--- src/common/mini_mcu_pkg.sv ---
// Shared definitions for the mini MCU core
// OBI bus structs, instruction format, FSM states and fixed addresses
package mini_mcu_pkg;

    localparam logic [31:0] BOOT_ADDR  = 32'h0000_0180;
    localparam logic [31:0] IRQ_VECTOR = 32'h0000_0100;
    localparam int unsigned NUM_REGS   = 8;

    typedef struct packed {
        logic        req;
        logic        we;
        logic [3:0]  be;
        logic [31:0] addr;
        logic [31:0] wdata;
    } obi_req_t;

    typedef struct packed {
        logic        gnt;
        logic        rvalid;
        logic [31:0] rdata;
    } obi_resp_t;

    // Unlisted codes execute as no-ops
    typedef enum logic [3:0] {
        OP_LI  = 4'h1,  // rd = sext(imm)
        OP_ADD = 4'h2,  // rd = rd + rs
        OP_XOR = 4'h3,  // rd = rd ^ rs
        OP_LW  = 4'h4,  // rd = mem[rs + sext(imm)]
        OP_SW  = 4'h5,  // mem[rs + sext(imm)] = rd
        OP_JMP = 4'h6,  // pc = zext(imm)
        OP_WFI = 4'h7   // sleep until any irq line is set
    } opcode_e;

    typedef enum logic [1:0] {
        ST_RUN,
        ST_MEM_WAIT,
        ST_SLEEP,
        ST_IRQ
    } exec_state_e;

    typedef struct packed {
        opcode_e     opcode;
        logic        rsvd_27;
        logic [2:0]  rd;
        logic        rsvd_23;
        logic [2:0]  rs;
        logic [3:0]  rsvd_19_16;
        logic [15:0] imm;
    } instr_t;

    typedef struct packed {
        instr_t      instr;
        logic [31:0] pc;
    } fetch_pkt_t;

    typedef struct packed {
        logic        we;
        logic [31:0] addr;
        logic [31:0] wdata;
    } lsu_req_t;

endpackage

--- src/cpu/instr_fetch.sv ---
`timescale 1ns/100ps

// Instruction fetch unit
// OBI instruction master feeding a one-entry buffer, with redirect support
module instr_fetch (
    input  logic                     clk_i,
    input  logic                     rst_n_i,
    output mini_mcu_pkg::obi_req_t   instr_req_o,
    input  mini_mcu_pkg::obi_resp_t  instr_resp_i,
    output logic                     fetch_valid_o,
    output mini_mcu_pkg::fetch_pkt_t fetch_pkt_o,
    input  logic                     fetch_ready_i,
    input  logic                     redirect_i,
    input  logic [31:0]              redirect_addr_i
);

    logic [31:0]              pc_q;
    logic [31:0]              addr_q;
    logic                     req_q;
    logic                     outstanding_q;
    logic                     drop_q;
    logic                     buf_valid_q;
    mini_mcu_pkg::fetch_pkt_t buf_q;

    logic        rsp_arrives;
    logic        slot_free;
    logic        issue;
    logic [31:0] next_addr;

    assign rsp_arrives = outstanding_q && instr_resp_i.rvalid;
    // Buffer empty, being consumed or being flushed
    assign slot_free   = !buf_valid_q || fetch_ready_i || redirect_i;
    assign issue       = !req_q && !outstanding_q && slot_free;
    assign next_addr   = redirect_i ? redirect_addr_i : pc_q;

    always_ff @(posedge clk_i or negedge rst_n_i) begin
        if (!rst_n_i) begin
            pc_q          <= mini_mcu_pkg::BOOT_ADDR;
            req_q         <= 1'b0;
            outstanding_q <= 1'b0;
            drop_q        <= 1'b0;
            buf_valid_q   <= 1'b0;
        end else begin
            if (issue) begin
                req_q <= 1'b1;
                pc_q  <= next_addr + 32'd4;
            end else if (redirect_i) begin
                pc_q <= redirect_addr_i;
            end
            if (req_q && instr_resp_i.gnt) begin
                req_q         <= 1'b0;
                outstanding_q <= 1'b1;
            end
            if (rsp_arrives) begin
                outstanding_q <= 1'b0;
            end
            // Response of a transaction started before a redirect is stale
            if (rsp_arrives) begin
                drop_q <= 1'b0;
            end else if (redirect_i && (req_q || outstanding_q)) begin
                drop_q <= 1'b1;
            end
            if (redirect_i) begin
                buf_valid_q <= 1'b0;
            end else if (rsp_arrives && !drop_q) begin
                buf_valid_q <= 1'b1;
            end else if (fetch_ready_i) begin
                buf_valid_q <= 1'b0;
            end
        end
    end

    always_ff @(posedge clk_i) begin
        if (issue) begin
            addr_q <= next_addr;
        end
        if (rsp_arrives) begin
            buf_q.instr <= mini_mcu_pkg::instr_t'(instr_resp_i.rdata);
            buf_q.pc    <= addr_q;
        end
    end

    assign instr_req_o.req   = req_q;
    assign instr_req_o.we    = 1'b0;
    assign instr_req_o.be    = 4'b1111;
    assign instr_req_o.addr  = addr_q;
    assign instr_req_o.wdata = 32'h0;

    assign fetch_valid_o = buf_valid_q;
    assign fetch_pkt_o   = buf_q;

    // Pending request held until granted
    assert property (@(posedge clk_i) disable iff (!rst_n_i)
        instr_req_o.req && !instr_resp_i.gnt |=> $stable(instr_req_o))
        else $error("instr_fetch: request changed before grant");

endmodule

--- src/cpu/decode_exec.sv ---
`timescale 1ns/100ps

// Decode and execute stage with an 8-entry register file
// Issues loads and stores to the LSU and handles sleep and interrupt wake-up
module decode_exec (
    input  logic                     clk_i,
    input  logic                     rst_n_i,
    input  logic                     fetch_valid_i,
    input  mini_mcu_pkg::fetch_pkt_t fetch_pkt_i,
    output logic                     fetch_ready_o,
    output logic                     redirect_o,
    output logic [31:0]              redirect_addr_o,
    output logic                     lsu_valid_o,
    output mini_mcu_pkg::lsu_req_t   lsu_req_o,
    input  logic                     lsu_ready_i,
    input  logic                     lsu_done_i,
    input  logic [31:0]              lsu_rdata_i,
    input  logic [31:0]              irq_i,
    output logic                     irq_ack_o,
    output logic [4:0]               irq_id_o,
    output logic                     core_sleep_o
);

    mini_mcu_pkg::exec_state_e state_q;
    logic [31:0]               rf_q [mini_mcu_pkg::NUM_REGS];
    logic                      lsu_sent_q;
    mini_mcu_pkg::lsu_req_t    lsu_req_q;
    logic [2:0]                load_rd_q;
    logic [4:0]                irq_id_q;

    mini_mcu_pkg::instr_t instr;
    logic                 accept;
    logic [31:0]          rs_val;
    logic [31:0]          rd_val;
    logic [31:0]          imm_sext;
    logic [4:0]           irq_lowest;

    assign instr    = fetch_pkt_i.instr;
    assign rs_val   = rf_q[instr.rs];
    assign rd_val   = rf_q[instr.rd];
    assign imm_sext = {{16{instr.imm[15]}}, instr.imm};

    // New instructions only while running
    assign fetch_ready_o = (state_q == mini_mcu_pkg::ST_RUN);
    assign accept        = fetch_valid_i && fetch_ready_o;

    always_comb begin
        redirect_o      = 1'b0;
        redirect_addr_o = mini_mcu_pkg::IRQ_VECTOR;
        if (state_q == mini_mcu_pkg::ST_IRQ) begin
            redirect_o = 1'b1;
        end else if (accept && instr.opcode == mini_mcu_pkg::OP_JMP) begin
            redirect_o      = 1'b1;
            redirect_addr_o = {16'h0, instr.imm};
        end
    end

    // Lowest pending line wins
    always_comb begin
        irq_lowest = 5'd0;
        for (int i = 31; i >= 0; i--) begin
            if (irq_i[i]) begin
                irq_lowest = 5'(i);
            end
        end
    end

    always_ff @(posedge clk_i or negedge rst_n_i) begin
        if (!rst_n_i) begin
            state_q    <= mini_mcu_pkg::ST_RUN;
            lsu_sent_q <= 1'b0;
            irq_id_q   <= 5'd0;
            for (int r = 0; r < mini_mcu_pkg::NUM_REGS; r++) begin
                rf_q[r] <= 32'h0;
            end
        end else begin
            case (state_q)
                mini_mcu_pkg::ST_RUN: begin
                    if (accept) begin
                        case (instr.opcode)
                            mini_mcu_pkg::OP_LI:  rf_q[instr.rd] <= imm_sext;
                            mini_mcu_pkg::OP_ADD: rf_q[instr.rd] <= rd_val + rs_val;
                            mini_mcu_pkg::OP_XOR: rf_q[instr.rd] <= rd_val ^ rs_val;
                            mini_mcu_pkg::OP_LW, mini_mcu_pkg::OP_SW: begin
                                state_q    <= mini_mcu_pkg::ST_MEM_WAIT;
                                lsu_sent_q <= 1'b0;
                            end
                            mini_mcu_pkg::OP_WFI: state_q <= mini_mcu_pkg::ST_SLEEP;
                            default: ;
                        endcase
                    end
                end
                mini_mcu_pkg::ST_MEM_WAIT: begin
                    if (lsu_valid_o && lsu_ready_i) begin
                        lsu_sent_q <= 1'b1;
                    end
                    if (lsu_done_i) begin
                        state_q <= mini_mcu_pkg::ST_RUN;
                        if (!lsu_req_q.we) begin
                            rf_q[load_rd_q] <= lsu_rdata_i;
                        end
                    end
                end
                mini_mcu_pkg::ST_SLEEP: begin
                    if (|irq_i) begin
                        state_q  <= mini_mcu_pkg::ST_IRQ;
                        irq_id_q <= irq_lowest;
                    end
                end
                default: state_q <= mini_mcu_pkg::ST_RUN;
            endcase
        end
    end

    // Memory request captured at acceptance
    always_ff @(posedge clk_i) begin
        if (accept) begin
            lsu_req_q.we    <= (instr.opcode == mini_mcu_pkg::OP_SW);
            lsu_req_q.addr  <= rs_val + imm_sext;
            lsu_req_q.wdata <= rd_val;
            load_rd_q       <= instr.rd;
        end
    end

    assign lsu_valid_o  = (state_q == mini_mcu_pkg::ST_MEM_WAIT) && !lsu_sent_q;
    assign lsu_req_o    = lsu_req_q;
    assign irq_ack_o    = (state_q == mini_mcu_pkg::ST_IRQ);
    assign irq_id_o     = irq_id_q;
    assign core_sleep_o = (state_q == mini_mcu_pkg::ST_SLEEP);

    // Acknowledged id is the lowest line pending in the last sleep cycle
    assert property (@(posedge clk_i) disable iff (!rst_n_i)
        irq_ack_o |-> ((($past(irq_i) >> irq_id_o) & 32'h1) == 32'h1)
                      && (($past(irq_i) & ((32'h1 << irq_id_o) - 32'h1)) == 32'h0))
        else $error("decode_exec: irq_id_o is not the lowest pending line");

endmodule

--- src/cpu/load_store_unit.sv ---
`timescale 1ns/100ps

// Load/store unit
// Turns execute requests into single OBI data transactions
module load_store_unit (
    input  logic                    clk_i,
    input  logic                    rst_n_i,
    input  logic                    lsu_valid_i,
    input  mini_mcu_pkg::lsu_req_t  lsu_req_i,
    output logic                    lsu_ready_o,
    output logic                    lsu_done_o,
    output logic [31:0]             lsu_rdata_o,
    output mini_mcu_pkg::obi_req_t  data_req_o,
    input  mini_mcu_pkg::obi_resp_t data_resp_i
);

    logic                   req_q;
    logic                   outstanding_q;
    logic                   done_q;
    mini_mcu_pkg::lsu_req_t hold_q;
    logic [31:0]            rdata_q;

    logic accept;
    logic rsp_arrives;

    // One transaction at a time, from acceptance to done
    assign lsu_ready_o = !req_q && !outstanding_q && !done_q;
    assign accept      = lsu_valid_i && lsu_ready_o;
    assign rsp_arrives = outstanding_q && data_resp_i.rvalid;

    always_ff @(posedge clk_i or negedge rst_n_i) begin
        if (!rst_n_i) begin
            req_q         <= 1'b0;
            outstanding_q <= 1'b0;
            done_q        <= 1'b0;
        end else begin
            done_q <= rsp_arrives;
            if (accept) begin
                req_q <= 1'b1;
            end else if (req_q && data_resp_i.gnt) begin
                req_q         <= 1'b0;
                outstanding_q <= 1'b1;
            end
            if (rsp_arrives) begin
                outstanding_q <= 1'b0;
            end
        end
    end

    always_ff @(posedge clk_i) begin
        if (accept) begin
            hold_q <= lsu_req_i;
        end
        if (rsp_arrives) begin
            rdata_q <= data_resp_i.rdata;
        end
    end

    assign data_req_o.req   = req_q;
    assign data_req_o.we    = hold_q.we;
    assign data_req_o.be    = 4'b1111;
    assign data_req_o.addr  = hold_q.addr;
    assign data_req_o.wdata = hold_q.wdata;

    assign lsu_done_o  = done_q;
    assign lsu_rdata_o = rdata_q;

    // rvalid only answers a granted request
    assert property (@(posedge clk_i) disable iff (!rst_n_i)
        data_resp_i.rvalid |-> outstanding_q)
        else $error("load_store_unit: rvalid with no transaction pending");

endmodule

--- src/cpu/cpu_subsystem.sv ---
`timescale 1ns/100ps

// Core wrapper: fetch, execute and load/store unit behind two OBI ports
module cpu_subsystem (
    input  logic                    clk_i,
    input  logic                    rst_n_i,
    output mini_mcu_pkg::obi_req_t  instr_req_o,
    input  mini_mcu_pkg::obi_resp_t instr_resp_i,
    output mini_mcu_pkg::obi_req_t  data_req_o,
    input  mini_mcu_pkg::obi_resp_t data_resp_i,
    input  logic [31:0]             irq_i,
    output logic                    irq_ack_o,
    output logic [4:0]              irq_id_o,
    output logic                    core_sleep_o
);

    logic                     fetch_valid;
    logic                     fetch_ready;
    mini_mcu_pkg::fetch_pkt_t fetch_pkt;
    logic                     redirect;
    logic [31:0]              redirect_addr;
    logic                     lsu_valid;
    logic                     lsu_ready;
    mini_mcu_pkg::lsu_req_t   lsu_req;
    logic                     lsu_done;
    logic [31:0]              lsu_rdata;

    instr_fetch instr_fetch_inst (
        .clk_i          (clk_i),
        .rst_n_i        (rst_n_i),
        .instr_req_o    (instr_req_o),
        .instr_resp_i   (instr_resp_i),
        .fetch_valid_o  (fetch_valid),
        .fetch_pkt_o    (fetch_pkt),
        .fetch_ready_i  (fetch_ready),
        .redirect_i     (redirect),
        .redirect_addr_i(redirect_addr)
    );

    decode_exec decode_exec_inst (
        .clk_i          (clk_i),
        .rst_n_i        (rst_n_i),
        .fetch_valid_i  (fetch_valid),
        .fetch_pkt_i    (fetch_pkt),
        .fetch_ready_o  (fetch_ready),
        .redirect_o     (redirect),
        .redirect_addr_o(redirect_addr),
        .lsu_valid_o    (lsu_valid),
        .lsu_req_o      (lsu_req),
        .lsu_ready_i    (lsu_ready),
        .lsu_done_i     (lsu_done),
        .lsu_rdata_i    (lsu_rdata),
        .irq_i          (irq_i),
        .irq_ack_o      (irq_ack_o),
        .irq_id_o       (irq_id_o),
        .core_sleep_o   (core_sleep_o)
    );

    load_store_unit load_store_unit_inst (
        .clk_i      (clk_i),
        .rst_n_i    (rst_n_i),
        .lsu_valid_i(lsu_valid),
        .lsu_req_i  (lsu_req),
        .lsu_ready_o(lsu_ready),
        .lsu_done_o (lsu_done),
        .lsu_rdata_o(lsu_rdata),
        .data_req_o (data_req_o),
        .data_resp_i(data_resp_i)
    );

endmodule

--- config.mk ---
export PLATFORM = sky130hd
export DESIGN_NAME = cpu_subsystem
export DESIGN_NICKNAME = d
export VERILOG_FILES = /design/src/common/mini_mcu_pkg.sv /design/src/cpu/instr_fetch.sv /design/src/cpu/decode_exec.sv /design/src/cpu/load_store_unit.sv /design/src/cpu/cpu_subsystem.sv
export SDC_FILE = /design/constraint.sdc
export NUM_CORES = 2
export LEC_CHECK = 0
export ABC_AREA = 0
export BUFFER_PORTS_ARGS = -buffer_cell sky130_fd_sc_hd__buf_4
export CAP_MARGIN = 25
export CELL_PAD_IN_SITES_DETAIL_PLACEMENT = 1
export CELL_PAD_IN_SITES_GLOBAL_PLACEMENT = 1
export CORE_ASPECT_RATIO = 1.75
export CORE_UTILIZATION = 45
export CTS_CLUSTER_DIAMETER = 120
export CTS_CLUSTER_SIZE = 12
export DETAILED_ROUTE_END_ITERATION = 16
export PLACE_DENSITY_LB_ADDON = 0.1
export SLEW_MARGIN = 5
export SYNTH_ARGS = -nofsm -noshare
export SYNTH_HDL_FRONTEND = slang
export SYNTH_SLANG_ARGS = --single-unit
--- constraint.sdc ---
create_clock -name clk_i -period 5.7 [get_ports clk_i]
set_input_delay 0.57 -clock clk_i [delete_from_list [all_inputs] [get_ports clk_i]]
set_output_delay 0.57 -clock clk_i [all_outputs]
set_load 0.03 [all_outputs]
==> Word-level counts from Yosys, hierarchy flattened <==
Index checks and enable logic that the tools add are counted.
{ "classes": {"addsub": 3, "order_cmp": 5, "eq_ne": 19, "mux": 80, "n_bitwise": 4, "n_reduce_logical": 42} }
{ "op_table": {"columns": ["cell", "count"], "rows": [
  ["bitwise mux 256 bit", 4],
  ["2-to-1 mux 256 bit", 3],
  ["case mux 256 bit (3 select lines)", 1],
  ["case mux 256 bit (2 select lines)", 1],
  ["2-to-1 mux 32 bit", 8],
  ["binary-select mux 32 bit (select 3 bit)", 2],
  ["demux 32 bit (select 3 bit)", 2],
  ["2-to-1 mux 5 bit", 32],
  ["adder 32 bit", 2],
  ["adder 32 x 3 -> 32 bit (second input constant)", 1],
  ["2-to-1 mux 16 bit", 2],
  ["OR reduction 32 bit", 1],
  ["bitwise XOR 32 bit", 1],
  ["2-to-1 mux 1 bit", 19],
  ["equality test 4 x 3 -> 1 bit (second input constant)", 4],
  ["logical AND 1 bit", 16],
  [">= comparator 4 bit (second input constant)", 3],
  ["inverter 3 -> 4 bit", 3],
  ["nonzero test 2 bit", 6],
  ["equality test 4 x 2 -> 1 bit (second input constant)", 2],
  ["logical NOT 1 bit", 8],
  ["< comparator 4 x 1 -> 1 bit (second input constant)", 2],
  ["!= test 2 bit (second input constant)", 4],
  ["AND reduction 4 bit", 2],
  ["16 further kinds", 24]
]} }
{ "word_totals": {"register_bits": 526, "output_inout_bits": 147, "word_cells": 185} }

==> Logic depth before layout (Yosys ltp) <==
{ "logic_depth": {"depth_word": 32, "ltp_mapped": 20, "ltp_nobuf": 15} }

==> Modules after synthesis <==
Synthesis repeated with hierarchy kept, for this count alone.
{ "hier_totals": {"hier_cells": 3452, "hier_area_um2": 33694.8} }
{ "by_module_without_submodules": {"columns": ["mod", "n_inst", "cells_each", "area_per_inst_um2"], "rows": [
  ["decode_exec", 1, 2983, 25084.1],
  ["instr_fetch", 1, 356, 5529.1],
  ["load_store_unit", 1, 113, 3081.7]
]} }

==> Worst setup path after synthesis <==
OpenSTA, ideal clock, no wires.
{ "synth_timing": {"path_kind": "reg2reg", "from": "register instr_fetch_inst.fetch_pkt_o[52] (netlist name)", "to": "register decode_exec_inst.lsu_req_q, in the netlist decode_exec_inst.lsu_req_o[63], data pin", "t_arrival_ns": 4.465, "required_time_ns": 5.436, "path_slack_ns": 0.971, "stages_incl_launch_ff": 15, "synth_period_minus_slack_ns": 4.729, "cell_sequence": "edfxtp_1 clkbuf_1 buf_1 mux4_2 mux2_2 ha_1 a21o_1 a2111o_1 a41o_1 and4_1 o221ai_1 nor3_1 or3_1 o31ai_1 xnor2_1"} }
{ "synth_via": {"elab_chain_cells": 5} }
{ "synth_rtl": {"columns": ["item", "line_no", "rtl"], "rows": [
  ["inverter 3 -> 4 bit (implied by the code)", "decode_exec.sv:39", "assign rs_val = rf_q[instr.rs];"],
  ["binary-select mux 32 bit (select 3 bit)", "decode_exec.sv:39", null],
  ["2-to-1 mux 32 bit (implied by the code) (2 in a row)", "decode_exec.sv:39", null],
  ["adder 32 bit", "decode_exec.sv:119", "lsu_req_q.addr <= rs_val + imm_sext;"],
  ["end, declared", "decode_exec.sv:27", "mini_mcu_pkg::lsu_req_t lsu_req_q;"]
]} }
Every way passes these cells. The select of a mux whose other input is x is not followed.
A chain may end at the register's enable or synchronous reset.

==> Final worst setup path <==
{ "layout_timing": {"from": "register instr_fetch_inst.fetch_pkt_o[56] (netlist name)", "to": "register decode_exec_inst.rf_q[55] (netlist name)"} }
{ "layout_via": {"elab_chain_cells": 9} }
{ "layout_rtl": {"columns": ["item", "line_no", "rtl"], "rows": [
  ["inverter 3 -> 4 bit (implied by the code)", "decode_exec.sv:40", "assign rd_val = rf_q[instr.rd];"],
  ["binary-select mux 32 bit (select 3 bit)", "decode_exec.sv:40", null],
  ["2-to-1 mux 32 bit (implied by the code) (2 in a row)", "decode_exec.sv:40", null],
  ["net decode_exec_inst.rd_val[5]", "decode_exec.sv:34", "logic [31:0] rd_val;"],
  ["adder 32 bit", "decode_exec.sv:82", "mini_mcu_pkg::OP_ADD: rf_q[instr.rd] <= rd_val + rs_val;"],
  ["bitwise mux 256 bit", "decode_exec.sv:82", null],
  ["case mux 256 bit (3 select lines)", "decode_exec.sv:80", "case (instr.opcode)"],
  ["2-to-1 mux 256 bit", "decode_exec.sv:79", "if (accept) begin"],
  ["case mux 256 bit (2 select lines)", "decode_exec.sv:77", "case (state_q)"],
  ["end signal, assigned by index", "decode_exec.sv:81", "mini_mcu_pkg::OP_LI: rf_q[instr.rd] <= imm_sext;"],
  ["end signal, assigned by index", "decode_exec.sv:82", null],
  ["end signal, assigned by index", "decode_exec.sv:83", "mini_mcu_pkg::OP_XOR: rf_q[instr.rd] <= rd_val ^ rs_val;"],
  ["end, declared", "decode_exec.sv:25", "logic [31:0] rf_q [mini_mcu_pkg::NUM_REGS];"]
]} }
The timed path passes the listed nets, and every way through them passes these cells. The select of a mux whose other input is x is not followed.

==> flow_metrics.py <==
metrics = {
    "flow_run": {
        "cap_violations": 0,
    },
    "setup_path": {
        "ff2ff_setup_slack_ps": 60,
        "worst-path-max-fanout": 23,
        "start_kind": "flip-flop",
        "cpPeakStageDelay_ps": 520,
        "worstPathArrival_ps": 6170,
        "reg2reg_depth": 17,
        "end_kind": "flip-flop",
        "rr_endpoint": "decode_exec_inst.rf_q[55]$_DFFE_PN0P_",
        "slowest_stage": "edfxtp_1",
        "crit_buf_inv": 3,
        "crit_required_ps": 6240,
        "critPathLaunch": "instr_fetch_inst.fetch_pkt_o[56]$_DFFE_PP_",
        "crit_family": "compound AO/OA/AOI/OAI gates",
        "critical_path_class": "flip-flop to flip-flop",
        "worstPathCellList": "nor2b_1, and2_2, buf_4, a22oi_1, nand4_1, ha_1, a2111oi_0, o21ai_0, nand4_1, a21oi_1, buf_4, o21ai_0, o21ai_0, a21oi_1, buf_4, nor2_1, a221o_1",
        "r2r-start": "instr_fetch_inst.fetch_pkt_o[56]$_DFFE_PP_",
    },
    "die": {
        "num_rows": 127,
        "start_util_pct": 45.7,
        "dieWidth_um": 202,
        "io_pins": 249,
        "die_h_um": 352,
        "fp.coreArea_sq_um": 68800,
        "die_area_sq_um": 71000,
    },
    "logic_synthesis": {
        "synth_cell_types": 89,
        "synth_warnings": 0,
        "ys_ff_latch": 526,
        "synth_area_leader_cell": "dfrtp_1",
        "yosysTopAreaCellShare_pct": 23.9,
        "seq_area_frac_synth_pct": 45.4,
        "synth.most_common_cell": "a21oi_1",
        "ys.flop_type": "dfrtp_1",
        "synth_area_leaders": "dfrtp_1 24%, edfxtp_1 21%, a21oi_1 5.1%",
        "synth-edff-count": 223,
        "netlist_instances": 3259,
        "yosys-top-cells-count": "321 x a21oi_1, 301 x dfrtp_1, 299 x nand2_1, 246 x o21ai_0, 236 x nor2_1",
        "synth_area_sq_um": 31500,
        "avgSynthCellArea_sq_um": 9.65,
        "ys_async_sr_fraction_pct": 57.6,
    },
    "grt": {
        "antenna_found_initial": 5,
        "gr-total-overflow": 0,
        "grtUsageTotal_pct": 42.0,
        "grt_max_degree": 138,
        "grt_pass1_wl_mm": 217,
        "grt_pass1_vias": 32400,
    },
    "timing": {
        "fin_ws_ps": 63.2,
        "fmax_mhz": 177,
        "slew_headroom_pct": 25.1,
        "setup_violations": 0,
        "setup-tns-final_ps": 0,
        "fin_skew_ps": 25.7,
        "period_minus_slack_ps": 5640,
        "slew_viol_final": 0,
        "tightest_slew_ps": 1120,
        "hold_viol": 0,
        "finalCritPeriodShare_pct": 98.9,
        "rsz0062_at_grt": "no",
    },
    "min_path": {
        "hold_path_depth": 1,
        "min_from": "data_resp_i[1]",
        "hold_path_end": "load_store_unit_inst.lsu_rdata_o[1]$_DFFE_PP_",
        "hold_path.class": "primary input to flip-flop",
    },
    "route": {
        "ant_nets": 0,
        "drc": 0,
        "drt-initial-drc-count": 3675,
        "routedWlPerCell_um": 34.4,
        "vias": 31400,
        "via_per_inst": 7.23,
        "wirelength_mm": 150,
        "firstDrtPassIters": 5,
    },
    "power_and_ir_drop": {
        "clkPwrFrac_pct": 18.7,
        "pwr-share-seq_pct": 36.8,
        "p_per_area_nw_per_um2": 473,
        "p_int_mw": 9.50,
        "netSwitchingPower_mw": 7.54,
        "switching_share_pct": 44.2,
        "peakVddDrop_uv": 413,
        "cellLeakagePower_nw": 14.3,
        "power_frac_comb_pct": 44.6,
    },
    "finish": {
        "utilization_pct": 52.3,
        "nFillCells": 7738,
        "fin_cells": 4350,
        "drive_above_1_share_pct": 17.8,
        "num_antenna_cells": 0,
        "syn_to_final_growth_pct": 14.4,
        "stdcell_area_sq_um": 36000,
        "fin_nets": 3582,
    },
    "clock_tree": {
        "numCtsBuffers": 49,
        "clk_latency_ps": 660,
        "path_clk_slew_ps": 70,
        "clock_sinks": 526,
        "cts-resized-gates": 0,
        "cts_tree": "done",
        "cts.htree.levels": 2,
        "cts_buffer_depth": 3,
        "cts_root_buffer": "clkbuf_16",
        "post_cts_buffers": 0,
    },
    "placed_design": {
        "place.port_buffers": 201,
        "dpl_cell_area_sq_um": 34600,
        "dp.cells": 4260,
        "post-place-ws_ps": 359,
        "place_hpwl_mm": 101,
        "routabilityCongestion": 0.965,
    },
    "status": {
        "outcome": "completed",
    },
}
-- cells in the final DEF (no fill, tap or decap), types with 14 or more instances in the layout --
master and instances:
a21oi_1 319, a21o_1 37, o21ai_0 243, o221a_2 20, nand3_1 71, buf_12 14
o22ai_1 90, a32oi_1 14, nand2_1 296, dfrtp_1 301, a22oi_1 187, edfxtp_1 223
clkbuf_1 31, conb_1 41, a221oi_1 28, mux2i_1 20, o221ai_1 16, mux4_2 64
nor3_1 51, xnor2_1 51, buf_4 360, a211oi_1 46, inv_1 30, nor2_1 230
and3_1 34, mux2_2 34, clkbuf_16 49, o31ai_1 14, a31oi_1 90, and2_1 19
a221o_1 28, xor2_1 30, o21a_1 21, nand4_1 49, ha_1 63
-- what timing repair did --
action,CTS,global route
endpoints found under the hold margin,2,0
setup endpoints to repair,0,0
hold buffers,1,0
-- metal layers --
| layer | GRT usage, % | wire, um | share of wire, % |
|---|---|---|---|
| met1 | 48.0 | 50400 | 34 |
| met2 | 67.0 | 68400 | 46 |
| met3 | 10.5 | 16900 | 11 |
| met4 | 33.6 | 13900 | 9.3 |
| met5 | 0.0687 | 41 | 0.027 |
-- power groups by stage --
stage / Combinational (mW) / Sequential, mW / Clock [mW]
final: 7.59 / 6.26 / 3.18
after global placement: 7.06 / 6.21 / 0
after global routing: 7.99 / 6.36 / 3.31
after floorplan: 4.31 / 6.23 / 0
after detailed placement: 7.33 / 6.28 / 0
after CTS: 7.37 / 6.23 / 3.22
-- cell families (layout without fill, tap and decap cells) --
| kind of cell | Yosys count | in the layout | share of synthesized area [%] |
|---|---|---|---|
| compound gates | 1269 | 1269 | 26.0 |
| xor+xnor | 81 | 81 | 2.26 |
| fa+ha+maj | 65 | 65 | 2.63 |
| buf+inv | 348 | 497 | 4.74 |
| flops | 526 | 526 | 45.4 |
| mux | 118 | 118 | 6.44 |
| other cells | 2 | 41 | 0.0239 |
| simple gates | 850 | 850 | 12.5 |
-- stage by stage --
stage / hold slack (ps) / power, mW
2_1_floorplan: 274 / 10.5
3_3_place_gp: 401 / 13.3
3_5_place_dp: 406 / 13.6
4_1_cts: 79.1 / 16.8
5_1_grt: 82.3 / 17.7
6_report: 97.4 / 17.0
-- flip-flops by register name, indices dropped and copies added (netlist names) --
register                            cells
decode_exec_inst.rf_q                 256
decode_exec_inst.lsu_req_o             65
load_store_unit_inst.data_req_o        65
instr_fetch_inst.addr_q                32
instr_fetch_inst.pc_q                  32
load_store_unit_inst.lsu_rdata_o       32
instr_fetch_inst.fetch_pkt_o           26
decode_exec_inst.irq_id_o               5
decode_exec_inst.load_rd_q              3
decode_exec_inst.state_q                2
decode_exec_inst.lsu_sent_q             1
instr_fetch_inst.drop_q                 1
instr_fetch_inst.fetch_valid_o          1
instr_fetch_inst.outstanding_q          1
instr_fetch_inst.req_q                  1
load_store_unit_inst.lsu_done_o         1
load_store_unit_inst.outstanding_q      1
load_store_unit_inst.req_q              1
-- layout make-up --
type / instances / area [sq um] / share of cell area, %
repair buffers: 382 / 3060 / 8.51
clock buffers: 81 / 1360 / 3.77
clock inverters: 2 / 17.5 / 0.0487
well taps: 903 / 1130 / 3.14
multi-input cells: 2424 / 16000 / 44.5
inverters: 32 / 121 / 0.337
flip-flops and latches: 526 / 14300 / 39.7
-- how the worst max path moves through the flow --
| stage | endpoint | cells past startpoint |
|---|---|---|
| 2_1_floorplan | decode_exec_inst.lsu_req_o[63]$_DFFE_PP_ | 14 |
| 3_3_place_gp | decode_exec_inst.rf_q[55]$_DFFE_PN0P_ | 17 |
| 3_5_place_dp | decode_exec_inst.rf_q[62]$_DFFE_PN0P_ | 15 |
| 4_1_cts | decode_exec_inst.rf_q[126]$_DFFE_PN0P_ | 15 |
| 5_1_grt | decode_exec_inst.rf_q[254]$_DFFE_PN0P_ | 15 |
| 6_report | decode_exec_inst.rf_q[55]$_DFFE_PN0P_ | 17 |
Note: power is estimated with default switching activity, not from simulation.
